==> src/rtl/x25519_params.svh <==
/* widths and operand RAM slot map of the X25519 final step
   included by the package and by any module that names a RAM slot or width */
`ifndef X25519_PARAMS_SVH
`define X25519_PARAMS_SVH

////////////////////
// datapath widths
`define X_WID   256     // one field word
`define X_AWID  5       // 32 RAM slots

////////////////////
// operand RAM slots left behind by the ladder
`define X_ADDR_X2    5'd7     // projective x
`define X_ADDR_Z2    5'd8     // projective z
`define X_ADDR_XKG   5'd15    // affine result, little endian bytes

// housekeeping slots
`define X_ADDR_ZERO  5'd18    // zero constant, idle read address
`define X_ADDR_DBG   5'd30    // write address parks here

`endif
==> src/rtl/x25519_pkg.sv <==
/* shared types and the field prime for the X25519 final step
   compiled first; modules reach these by scoped name */
`include "x25519_params.svh"

package x25519_pkg;

    typedef logic [`X_WID-1:0]  word_t;    // one field element
    typedef logic [`X_AWID-1:0] addr_t;    // operand RAM slot

    // alu opcodes, same encodings as the full engine
    typedef enum logic [3:0]
    {
        OP_NONE = 4'd0,
        OP_MUL  = 4'd1,    // acc = acc * operand mod p
        OP_INV  = 4'd2     // acc = operand ^ (p-2) mod p
    } alu_op_e;

    // p = 2^255 - 19
    localparam word_t P =
        256'h7fffffff_ffffffff_ffffffff_ffffffff_ffffffff_ffffffff_ffffffff_ffffffed;

endpackage

==> src/rtl/final_seq.sv <==
/* final-step sequencer, turns ladder output X2, Z2 into affine X_KG
   host start kicks it; done pulses after X_KG is written byte reversed */
`include "x25519_params.svh"

module final_seq
(
    input  logic                clk,
    input  logic                rst,
    input  logic                seq_start,
    input  logic                alu_vld,
    input  x25519_pkg::word_t   alu_dat,
    output logic                seq_busy,
    output logic                seq_done,
    output x25519_pkg::alu_op_e alu_op,
    output logic                alu_en,
    output x25519_pkg::addr_t   seq_ra,
    output x25519_pkg::addr_t   seq_wa,
    output logic                seq_we,
    output x25519_pkg::word_t   seq_wd
);

    typedef enum logic [2:0]
    {
        S_IDLE,
        S_FETCH,    // read z2
        S_POW,      // inversion running
        S_POW2,     // store inverse, read x2, issue mul
        S_RSLT,     // product running
        S_DONE      // store swapped product
    } state_e;

    state_e            state;
    x25519_pkg::word_t res;       // alu result caught on vld
    x25519_pkg::word_t res_rev;   // little endian byte order

    always_comb
    begin
        for (int i = 0; i < `X_WID / 8; i++)
            res_rev[8*i +: 8] = res[`X_WID - 8*(i+1) +: 8];
    end

    ////////////////////
    // state
    always_ff @(posedge clk)
    begin
        if (rst)
        begin
            state    <= S_IDLE;
            seq_busy <= 1'b0;
            seq_done <= 1'b0;
        end
        else
        begin
            seq_done <= (state == S_DONE);
            if (seq_start && (state == S_IDLE))
                seq_busy <= 1'b1;
            else if (seq_done)
                seq_busy <= 1'b0;   // held through the final write
            case (state)
                S_IDLE  : if (seq_start) state <= S_FETCH;
                S_FETCH : state <= S_POW;
                S_POW   : if (alu_vld) state <= S_POW2;
                S_POW2  : state <= S_RSLT;
                S_RSLT  : if (alu_vld) state <= S_DONE;
                default : state <= S_IDLE;
            endcase
        end
    end

    always_ff @(posedge clk)
    begin
        if (alu_vld)
            res <= alu_dat;
    end

    ////////////////////
    // alu and RAM drive, all one cycle behind the state
    always_ff @(posedge clk)
    begin
        if (rst)
        begin
            alu_en <= 1'b0;
            alu_op <= x25519_pkg::OP_NONE;
            seq_we <= 1'b0;
            seq_wa <= `X_ADDR_DBG;
            seq_ra <= `X_ADDR_ZERO;
        end
        else
        begin
            alu_en <= (state == S_FETCH) || (state == S_POW2);
            alu_op <= (state == S_FETCH) ? x25519_pkg::OP_INV :
                      (state == S_POW2)  ? x25519_pkg::OP_MUL :
                                           x25519_pkg::OP_NONE;
            seq_we <= (state == S_POW2) || (state == S_DONE);
            seq_wa <= ((state == S_POW2) || (state == S_DONE)) ? `X_ADDR_XKG
                                                                : `X_ADDR_DBG;
            seq_ra <= ((state == S_FETCH) || (state == S_POW))  ? `X_ADDR_Z2 :
                      ((state == S_POW2)  || (state == S_RSLT)) ? `X_ADDR_X2 :
                                                                  `X_ADDR_ZERO;
        end
    end

    always_ff @(posedge clk)
    begin
        seq_wd <= (state == S_DONE) ? res_rev : res;   // inverse first, then X_KG
    end

    // alu only answers what this sequencer issued
    a_vld_expected : assert property (@(posedge clk) disable iff (rst)
        alu_vld |-> ((state == S_POW) || (state == S_RSLT)))
        else $error("alu result outside POW or RSLT");

endmodule

==> config.mk <==
export PLATFORM = sky130hd
export DESIGN_NAME = final_seq
export DESIGN_NICKNAME = d
export VERILOG_FILES = /design/src/rtl/x25519_pkg.sv /design/src/rtl/final_seq.sv
export VERILOG_INCLUDE_DIRS = /design/src /design/src/rtl
export SDC_FILE = /design/constraint.sdc
export NUM_CORES = 1
export LEC_CHECK = 0
export BUFFER_PORTS_ARGS = -buffer_cell sky130_fd_sc_hd__buf_4
export CORE_MARGIN = 4
export CORE_UTILIZATION = 27
export DETAILED_ROUTE_END_ITERATION = 12
export REMOVE_ABC_BUFFERS = 1
export SLEW_MARGIN = 0
export SYNTH_ARGS = -nofsm -noshare
export SYNTH_HDL_FRONTEND = slang
export SYNTH_SLANG_ARGS = --single-unit
==> constraint.sdc <==
create_clock -name clk -period 1.74 [get_ports clk]
set_clock_uncertainty 0.1 [all_clocks]
set_input_delay 0.261 -clock clk [delete_from_list [all_inputs] [get_ports clk]]
set_output_delay 0.261 -clock clk [all_outputs]
set_load 0.01 [all_outputs]
==> reports/qor.csv <==
stage,metric,value,unit
drt,drtPass1Iterations,4,
run_status,status,finished clean,
cts,cts.path.max_buffers,3,
placed_design,detailedPlace.worstSlack,0.120,ns
critical_path,r2r_slack,0.11,ns
critical_path,r2r-start,state[0],
placed_design,postPlaceCellArea,21600,sq um
critical_path,worstSetupEndpointType,register,
worst_hold_path,worstHoldStart,alu_dat[38],
yosys,muxShareOfSynthArea,0.175,
cts,cts.sink_count,526,
worst_hold_path,holdPathStages,2,
critical_path,max_stage_delay,0.46,ns
yosys,synth-async-reset-ratio,0,
placed_design,dp_hpwl,30300,microns
floorplanning,ios,534,
critical_path,crit_fanout,29,
yosys,synth_commonest_cells,"270 x dfxtp_1, 256 x edfxtp_1, 219 x mux2_1",
floorplanning,die_x,255,microns
worst_hold_path,hp-class,primary input to register,
critical_path,worst_r2r_endpoint,seq_wd[76],
drt,drc_errors,0,
pwr,peakVddDrop,0.875,mV
critical_path,crit_family,flip-flops,
yosys,ys_warn_count,0,
yosys,yosys.area.top_type,edfxtp_1,
cts,cts_buffers,56,
yosys,yosys.area_share.xor_xnor,0.00106,
cells_and_area,nets,1958,
timing,finalSetupViolCount,0,
yosys,synth_top_area_share,0.466,
critical_path,crit_start,state[0],
drt,drt_iter0_markers,228,
cells_and_area,fin_area,26100,sq um
floorplanning,dieHeight,255,microns
drt,vias,10200,
cells_and_area,area_delta_synth_final,58.0,%
yosys,yosysUniqueCellTypes,24,
cts,clk_pin_slew,0.06,ns
floorplanning,start_util,0.273,
global_routing,grt_pass1_wl,62900,microns
cells_and_area,fillers,5300,
yosys,synth_adder_area_share,0,
pwr,p_leak,0.0108,uW
drt,wl,42700,microns
critical_path,crit_buf_inv,2,
global_routing,antenna_found_initial,2,
pwr,cellPowerDensity,1120,nW/um^2
timing,final.min_clock_period,1.63,ns
floorplanning,die_area,65200,sq um
yosys,synth_ff_type,dfxtp_1,
critical_path,slowest_stage,dfxtp_1,
yosys,ys_seq_elements,526,
timing,maxSlewViolCount,0,
yosys,synth_edf_count,256,
global_routing,grt_max_degree,34,
global_routing,grt_use_total,0.125,
cells_and_area,multi_input_area,3050,sq um
yosys,synth_compound_area_frac,0.00250,
critical_path,crit_chain,"nand3b_4, buf_12, buf_4, mux2_1",
yosys,yosysMostFrequentCell,dfxtp_1,
run,maxCapViolations,0,
critical_path,cp-start-kind,register,
yosys,ys_seq_area_frac,0.793,
critical_path,worst-setup-path-type,register to register,
timing,finalCritPeriodShare,0.937,
cts,cts_root_buf,clkbuf_16,
timing,fmax,613,MHz
drt,drtAntennaViolNets,0,
cts,clk_latency,0.58,ns
timing,setup_ws,0.109,ns
critical_path,rr_worst_depth,4,
drt,post_drt_via_cell_ratio,4.02,
cts,cts_setup_buffers,0,
global_routing,first_global_vias,11400,
timing,hold_viol_final,0,
critical_path,cp_data_required_time,2.10,ns
cts,cts_tree,yes,
global_routing,grt_overflow,0,
cells_and_area,regArea,13100,sq um
timing,hold_ws,0.286,ns
worst_hold_path,whs_endpoint,res[38],
cells_and_area,drive_above_1_share,0.401,
yosys,synthTopCellsByArea,"edfxtp_1 47%, dfxtp_1 33%, mux2_1 15%",
placed_design,io_buffers,528,
floorplanning,core,60500,sq um
yosys,synth_area,16500,sq um
pwr,p_total,29100,uW
drt,wl_per_cell,16.9,microns
yosys,synth_top_family_by_area,multiplexers,
cts,htree_levels,2,
yosys,post_synth_inst_count,845,
critical_path,crit_arrival,1.99,ns
yosys,syn_area_per_cell,19.5,sq um
placed_design,routabilityCongestion,0.771,
yosys,yosys.area_share.simple,0.00561,
floorplanning,fp-row-count,90,
timing,rsz0062_at_grt,no,
-- where the power goes --
part	leakage, uW	internal [uW]	switching, uW
clock	0.000924	7020	4810
combinational	0.00508	1720	1080
sequential	0.00478	14100	422
total	0.0108	22800	6310
-- through the flow --
stage | cells | utilization | setup TNS [ns]
final | 2530 | 0.431 | 0
after floorplan | 811 | - | -497.33
after global routing | 2528 | 0.431 | 0
after CTS | 2528 | 0.431 | 0
after global placement | 2163 | 0.358 | 0
after detailed placement | 2163 | 0.358 | 0
-- cells in the final DEF, fill, tap and decap left out --
master and count:
buf_12 16, buf_4 553, a21oi_1 1, nor2_1 3, mux2_2 37, dlygate4sd3_1 259, nor3b_1 1, a211oi_1 1
inv_6 4, clkinv_2 13, a32o_1 2, buf_8 1, clkbuf_16 58, diode_2 2, nor2b_1 2, nand3_1 1
nand3b_4 1, conb_1 5, xnor2_1 1, a2111oi_0 1, nand2b_1 2, clkinv_1 4, inv_8 1, bufinv_16 4
clkinv_4 2, dfxtp_1 268, clkbuf_8 7, mux2_1 219, xor2_1 1, dfxtp_2 2, edfxtp_1 256, clkbuf_1 11
and2_1 1, clkinvlp_4 2, nand3b_1 1, inv_1 3, nor3_1 2
-- area by class of cell --
type / instances / area share
Antenna cell: 2 / 0.000192
Sequential cell: 526 / 0.502
Clock buffer: 76 / 0.0609
Multi-Input combinational cell: 282 / 0.117
Clock inverter: 30 / 0.0107
Inverter: 3 / 0.000432
Timing Repair Buffer: 829 / 0.271
Tap cell: 782 / 0.0375
-- kinds of logic after synthesis --
| kind of cell | count (synthesis) |
|---|---|
| buf+inv | 40 |
| simple gates | 14 |
| compound gates | 5 |
| mux | 256 |
| xor+xnor | 2 |
| flops | 526 |
| other cells | 2 |
-- worst register-to-register path, cell delays in order, from the launching register on --
cell and delay (ns):
dfxtp_1 0.46, nand3b_4 0.14, buf_12 0.19, buf_4 0.29
mux2_1 0.33
-- worst max path at each step --
stage	slack [ns]	endpoint	cells past startpoint
global route	0.06	seq_wd[179]	4
global placement	0.16	seq_wd[228]	4
finish	0.11	seq_wd[76]	4
floorplan	-1.95	seq_wd[100]	2
detailed placement	0.12	seq_wd[179]	4
CTS	0.12	seq_wd[179]	4
-- sequential cells by signal, summed over array words and instances (netlist names) --
register	cells
seq_ra	4
seq_wd	256
alu_op	2
res	256
state	3
alu_en	1
seq_wa	2
seq_busy	1
seq_done	1
-- repair_timing --
action	in CTS	in global routing
endpoints found under the setup margin	2	0
resized for setup	2	0
hold endpoints to repair	277	0
hold buffers	259	0
-- layer usage --
metal  up-vias  wire length [microns]  GRT usage
li1       4807                      -          -
met1      4885                  15700      0.133
met2       383                  21500      0.224
met3        88                   3930     0.0465
met4         0                   1590     0.0502
met5         -                      0          0
Note: power is estimated with default switching activity, not from simulation.
