### src/rtl/x25519_params.svh
/* widths and operand RAM slot map of the X25519 final step
   included by the package and by any module that names a RAM slot or width */
`ifndef X25519_PARAMS_SVH
`define X25519_PARAMS_SVH

////////////////////
// datapath widths
`define X_WID   256     // one field word
`define X_AWID  5       // 32 RAM slots

////////////////////
// operand RAM slots left behind by the ladder
`define X_ADDR_X2    5'd7     // projective x
`define X_ADDR_Z2    5'd8     // projective z
`define X_ADDR_XKG   5'd15    // affine result, little endian bytes

// housekeeping slots
`define X_ADDR_ZERO  5'd18    // zero constant, idle read address
`define X_ADDR_DBG   5'd30    // write address parks here

`endif
### src/rtl/x25519_pkg.sv
/* shared types and the field prime for the X25519 final step
   compiled first; modules reach these by scoped name */
`include "x25519_params.svh"

package x25519_pkg;

    typedef logic [`X_WID-1:0]  word_t;    // one field element
    typedef logic [`X_AWID-1:0] addr_t;    // operand RAM slot

    // alu opcodes, same encodings as the full engine
    typedef enum logic [3:0]
    {
        OP_NONE = 4'd0,
        OP_MUL  = 4'd1,    // acc = acc * operand mod p
        OP_INV  = 4'd2     // acc = operand ^ (p-2) mod p
    } alu_op_e;

    // p = 2^255 - 19
    localparam word_t P =
        256'h7fffffff_ffffffff_ffffffff_ffffffff_ffffffff_ffffffff_ffffffff_ffffffed;

endpackage

### src/rtl/wb_host_if.sv
/* wishbone classic slave for the final step: control, status, staging word
   and a CMD register that moves the staging word to or from the operand RAM */
`include "x25519_params.svh"

module wb_host_if
(
    input  logic              clk,
    input  logic              rst,
    input  logic              wb_cyc,
    input  logic              wb_stb,
    input  logic              wb_we,
    input  logic [7:0]        wb_adr,     // byte address
    input  logic [31:0]       wb_dat_i,
    output logic [31:0]       wb_dat_o,
    output logic              wb_ack,
    input  logic              seq_busy,
    input  logic              seq_done,
    output logic              seq_start,
    output x25519_pkg::addr_t host_addr,
    output logic              host_we,
    output x25519_pkg::word_t host_wd,
    input  x25519_pkg::word_t host_rd
);

    ////////////////////
    // register map
    localparam logic [7:0] REG_CTRL   = 8'h00;
    localparam logic [7:0] REG_STATUS = 8'h04;
    localparam logic [7:0] REG_CMD    = 8'h40;
    localparam logic [2:0] STAGE_PAGE = 3'b001;   // 0x20-0x3c

    logic              req;         // new cycle, not yet acked
    logic              wr;
    logic              ctrl_hit;
    logic              cmd_hit;
    logic              stage_hit;
    logic [2:0]        lane;        // 32-bit lane of staging word
    logic [31:0]       rdata;
    logic              done_r;      // sticky done
    x25519_pkg::word_t stage;

    assign req       = wb_cyc && wb_stb && !wb_ack;
    assign wr        = req && wb_we;
    assign ctrl_hit  = (wb_adr == REG_CTRL);
    assign cmd_hit   = (wb_adr == REG_CMD);
    assign stage_hit = (wb_adr[7:5] == STAGE_PAGE);
    assign lane      = wb_adr[4:2];

    // CMD bits 4:0 address the RAM, bit 8 picks the direction
    assign host_addr = wb_dat_i[`X_AWID-1:0];
    assign host_we   = wr && cmd_hit && wb_dat_i[8];   // lands with ack
    assign host_wd   = stage;

    always_comb
    begin
        rdata = '0;
        if (wb_adr == REG_STATUS)
            rdata = {30'd0, done_r, seq_busy};
        else if (stage_hit)
            rdata = stage[{lane, 5'd0} +: 32];
    end

    always_ff @(posedge clk)
    begin
        if (rst)
        begin
            wb_ack    <= 1'b0;
            seq_start <= 1'b0;
            done_r    <= 1'b0;
        end
        else
        begin
            wb_ack    <= req;   // single cycle, master drops stb after it
            seq_start <= wr && ctrl_hit && wb_dat_i[0] && !seq_busy;
            if (wr && ctrl_hit && wb_dat_i[0] && !seq_busy)
                done_r <= 1'b0;   // new run
            else if (seq_done)
                done_r <= 1'b1;
        end
    end

    always_ff @(posedge clk)
    begin
        if (req)
            wb_dat_o <= rdata;   // valid with ack
        if (wr && stage_hit)
            stage[{lane, 5'd0} +: 32] <= wb_dat_i;
        else if (wr && cmd_hit && !wb_dat_i[8])
            stage <= host_rd;   // RAM to staging
    end

    // classic handshake, master holds cyc and stb until ack
    a_ack_in_cycle : assert property (@(posedge clk) disable iff (rst)
        wb_ack |-> (wb_cyc && wb_stb))
        else $error("ack outside a bus cycle");

endmodule

### config.mk
export PLATFORM = sky130hd
export DESIGN_NAME = wb_host_if
export DESIGN_NICKNAME = d
export VERILOG_FILES = /design/src/rtl/x25519_pkg.sv /design/src/rtl/wb_host_if.sv
export VERILOG_INCLUDE_DIRS = /design/src /design/src/rtl
export SDC_FILE = /design/constraint.sdc
export NUM_CORES = 1
export LEC_CHECK = 0
export BUFFER_PORTS_ARGS = -buffer_cell sky130_fd_sc_hd__buf_2
export CORE_AREA = 2 2 234 236
export DETAILED_ROUTE_END_ITERATION = 7
export DIE_AREA = 0 0 236 238
export GPL_TIMING_DRIVEN = 0
export MAX_ROUTING_LAYER = met4
export SYNTH_ARGS = -nofsm -noshare
export SYNTH_HDL_FRONTEND = slang
export SYNTH_SLANG_ARGS = --single-unit
### constraint.sdc
create_clock -name clk -period 13.6 [get_ports clk]
set_clock_uncertainty 0.1 [all_clocks]
set_input_delay 2.04 -clock clk [delete_from_list [all_inputs] [get_ports clk]]
set_output_delay 2.04 -clock clk [all_outputs]
set_load 0.005 [all_outputs]
==> impl_table.tex <==
\begin{tabular}{lr}
\hline
Metric & Value \\
\hline
\multicolumn{2}{l}{\textbf{Outcome}} \\
Run status & finished clean \\
\multicolumn{2}{l}{\textbf{Floorplanning}} \\
Die width & 236 µm \\
Height of the chip & 238 µm \\
Overall die area & 0.05617 mm² \\
Core area & 0.05350 mm² \\
Initial core utilization & 27.74\% \\
Standard-cell rows & 85 \\
Number of placed I/O pins & 599 \\
\multicolumn{2}{l}{\textbf{Synthesis}} \\
Sequential-to-total area share from yosys stat & 58.67\% \\
Mapped Nets & 1439 \\
Largest cells by area after synthesis & sky130\_fd\_sc\_hd\_\_edfxtp\_1 (58\%), sky130\_fd\_sc\_hd\_\_o31ai\_1 (9.7\%), sky130\_fd\_sc\_hd\_\_mux4\_2 (9.4\%), sky130\_fd\_sc\_hd\_\_o21ai\_0 (6.5\%), sky130\_fd\_sc\_hd\_\_a32o\_1 (2.3\%) \\
Warning count from the yosys run & 0 \\
Synth cell types & 42 \\
Number of enable-type register cells in the synthesized netlist & 288 \\
Async set-reset flop share out of synthesis & 0\% \\
Count of state elements after synthesis & 291 \\
Cell accounting for the most synthesized area & sky130\_fd\_sc\_hd\_\_edfxtp\_1 \\
Mean area per synthesized cell & 13.15 µm² \\
Gate count after technology mapping & 1129 \\
Netlist area before placement & 0.01484 mm² \\
Yosys top cell area share & 58.27\% \\
Top\_reg\_cell synth & sky130\_fd\_sc\_hd\_\_edfxtp\_1 \\
\multicolumn{2}{l}{\textbf{STA}} \\
Max Transition Viols Final & 0 \\
Worst slew slack as a fraction of its limit & 22.79\% \\
Minimum clock period & 7423 ps \\
Endpoints failing hold & 0 \\
Hold slack final & 459.0 ps \\
Unrepaired setup endpoints after global routing & false \\
Share of the clock period used by the worst path & 54.58\% \\
Sum of negative setup slack & 0 ps \\
Worst slew pin tran & 1158 ps \\
Achievable clock frequency & 134.7 MHz \\
\# setup viols final & 0 \\
\multicolumn{2}{l}{\textbf{Hold path}} \\
Worst Hold Class & reg2reg \\
\multicolumn{2}{l}{\textbf{Layout}} \\
Storage element area & 0.008708 mm² \\
Total area of multi-input combinational cells & 0.005410 mm² \\
Non-filler cells in the finished layout & 2520 \\
Nets & 2091 \\
Syn-to-layout area delta & 36.95\% \\
Summed area of non-filler cells in the final layout & 0.02033 mm² \\
Share of cells above drive strength 1 & 43.86\% \\
Fill cell count & 5292 \\
\multicolumn{2}{l}{\textbf{Critical path}} \\
Maximum fanout count along the critical path & 10 \\
Largest stage delay on the critical path & 820 ps \\
Cell repeated most along the worst path & sky130\_fd\_sc\_hd\_\_buf\_2 \\
Slack of the worst reg-to-reg path & 10080 ps \\
Data arrival time at the worst-slack endpoint & 5280 ps \\
CP Class & in2out \\
Kind of end point of the critical path & primary output \\
Required time of the critical path & 11460 ps \\
Setup crit start kind & input pin \\
Slowest stage cell, crit path & sky130\_fd\_sc\_hd\_\_clkbuf\_1 \\
Cell-by-cell trace of the critical path & buf\_2 -> clkbuf\_1 -> buf\_2 -> inv\_1 -> ha\_1 -> nand4\_1 -> clkbuf\_1 -> nor2\_1 -> buf\_2 \\
\multicolumn{2}{l}{\textbf{Place}} \\
Cell Count Post-Placement & 2439 \\
Placed Area & 0.01914 mm² \\
Port Buffer Count & 598 \\
Total half-perimeter wirelength after legalization and detailed placement & 65.75 mm \\
Routability Congestion & 0.9181 \\
\multicolumn{2}{l}{\textbf{Power and ir drop}} \\
Pleak & 7.606 nW \\
Pwr/cell area & 108.2 mW/mm² \\
Worst vdd ir & 0.07645 mV \\
\multicolumn{2}{l}{\textbf{CTS}} \\
Clk buf depth & 3 \\
Clock slew seen by the registers of the worst setup and hold paths & 60 ps \\
CTS root buffer & sky130\_fd\_sc\_hd\_\_clkbuf\_16 \\
Number of buffers inserted by post-CTS setup repair & 0 \\
Number of buffers inserted during clock tree synthesis & 36 \\
CTS tree & built \\
Number of H-tree branching levels & 2 \\
Sink Count & 291 \\
Hold\_buf cts & 0 \\
Clk Latency, worst-skew pair & 560 ps \\
Count of cells resized by post-cts repair & 0 \\
\multicolumn{2}{l}{\textbf{Detailed routing}} \\
DRC viols & 0 \\
DRT antenna net count & 0 \\
Number of iterations in the first detailed-routing pass & 5 \\
DRT met1 WL & 32.72 mm \\
WL/cell & 34.32 µm \\
Total vias in the final route & 14990 \\
Number of DRC violations after detailed-routing iteration 0 & 1883 \\
Wire length after detailed routing & 86.48 mm \\
Highest metal layer with signal wires & met4 \\
Wire length on met3 & 9.472 mm \\
Met2 wire len & 40.32 mm \\
Detailed-route vias per instance & 5.949 \\
\multicolumn{2}{l}{\textbf{Global route}} \\
GR Util All Layers & 30.47\% \\
Wire length of the first global-routing pass & 115.3 mm \\
Total congestion overflow after global routing & 0 \\
Initial antenna violation count & 17 \\
Number of global-route vias before repair & 14830 \\
Largest net degree at the start of global routing & 21 \\
\multicolumn{2}{l}{\textbf{Run}} \\
Max\_cap viols & 0 \\
\hline
\end{tabular}
-- synth_stat cells, types with 7 or more instances --
| cell type | count |
|---|---|
| sky130_fd_sc_hd__edfxtp_1 | 288 |
| sky130_fd_sc_hd__o21ai_0 | 192 |
| sky130_fd_sc_hd__o31ai_1 | 192 |
| sky130_fd_sc_hd__clkbuf_1 | 70 |
| sky130_fd_sc_hd__nand2_1 | 68 |
| sky130_fd_sc_hd__mux4_2 | 62 |
| sky130_fd_sc_hd__inv_1 | 35 |
| sky130_fd_sc_hd__a32o_1 | 34 |
| sky130_fd_sc_hd__a22o_1 | 32 |
| sky130_fd_sc_hd__a21oi_1 | 30 |
| sky130_fd_sc_hd__buf_2 | 25 |
| sky130_fd_sc_hd__buf_6 | 20 |
| sky130_fd_sc_hd__buf_1 | 12 |
| sky130_fd_sc_hd__ha_1 | 7 |
-- worst max-delay path: cells and delay by family --
family / cells / cell delay, ps
adders and majority gates: 1 / 270
buffers and inverters: 6 / 2690
and+or+nand+nor: 2 / 260
-- metal layers --
metal | vias to the layer above | global-route usage, %
met5 | - | -
met4 | 0 | 12.26
met3 | 235 | 7.936
met2 | 1331 | 48.67
met1 | 7503 | 36.84
li1 | 5923 | -
-- sequential cells by signal, indices dropped and copies added, names as in the netlist --
register   count
host_wd      256
wb_dat_o      32
done_r         1
seq_start      1
wb_ack         1
-- worst paths after layout --
check / cells past startpoint / endpoint / startpoint
worst min-delay path: 1 / wb_ack / wb_ack
worst min register to register: 1 / wb_ack / wb_ack
worst max register to register: 5 / host_wd[152] / wb_ack
worst max-delay path: 9 / host_we / wb_adr[3]
-- logic make-up (layout without fill, tap and decap cells) --
kind of cell	Yosys count	after routing	synth area share (%)
AO/OA/AOI/OAI	491	491	21.94
adder cells (fa/ha/maj)	7	7	0.5901
buffers and inverters	169	848	5.648
flip-flops	291	291	58.67
multiplexers	66	66	9.678
other	0	16	0
AND/OR/NAND/NOR	105	105	3.465
-- area by class of cell --
cell class / instances / area share, %
sequential: 291 / 42.84
multi-input combinational: 669 / 26.62
timing repair buffer: 614 / 16.31
clock buffer: 46 / 4.721
tap: 696 / 4.284
buffer: 133 / 3.460
clock inverter: 19 / 0.8987
inverter: 36 / 0.6648
antenna: 16 / 0.1970
-- metrics by stage --
stage | total power [mW] | util, % | setup slack, ps
final | 2.200 | 38.00 | 6177
after detailed placement | 1.246 | 35.79 | 6241
after global routing | 2.253 | 37.99 | 6107
after floorplan | 1.120 | - | 7108
after CTS | 2.200 | 37.92 | 6242
after global placement | 1.241 | 34.97 | 2639
-- cells in the final DEF, fill, tap and decap left out, drive strengths merged, types with 4 or more instances in the layout --
cell type  synthesis  layout
nand2b             4       4
ha                 7       7
edfxtp           288     288
clkbuf            70     116
diode              0      16
mux4              62      62
o21ai            192     192
buf               63     677
o31ai            192     192
mux2i              4       4
nor2               6       6
a21oi             30      30
a22o              32      32
a32o              34      34
nand2             68      68
inv               35      37
clkinv             1      14
nand3              4       4
-- power breakdown --
group / internal (mW) / total (mW) / switching, mW
Clock: 0.559 / 0.967 / 0.408
Sequential: 0.993 / 0.995 / 0.00252
Combinational: 0.0900 / 0.237 / 0.147
Total: 1.64 / 2.20 / 0.558
Note: power is estimated with default switching activity, not from simulation.
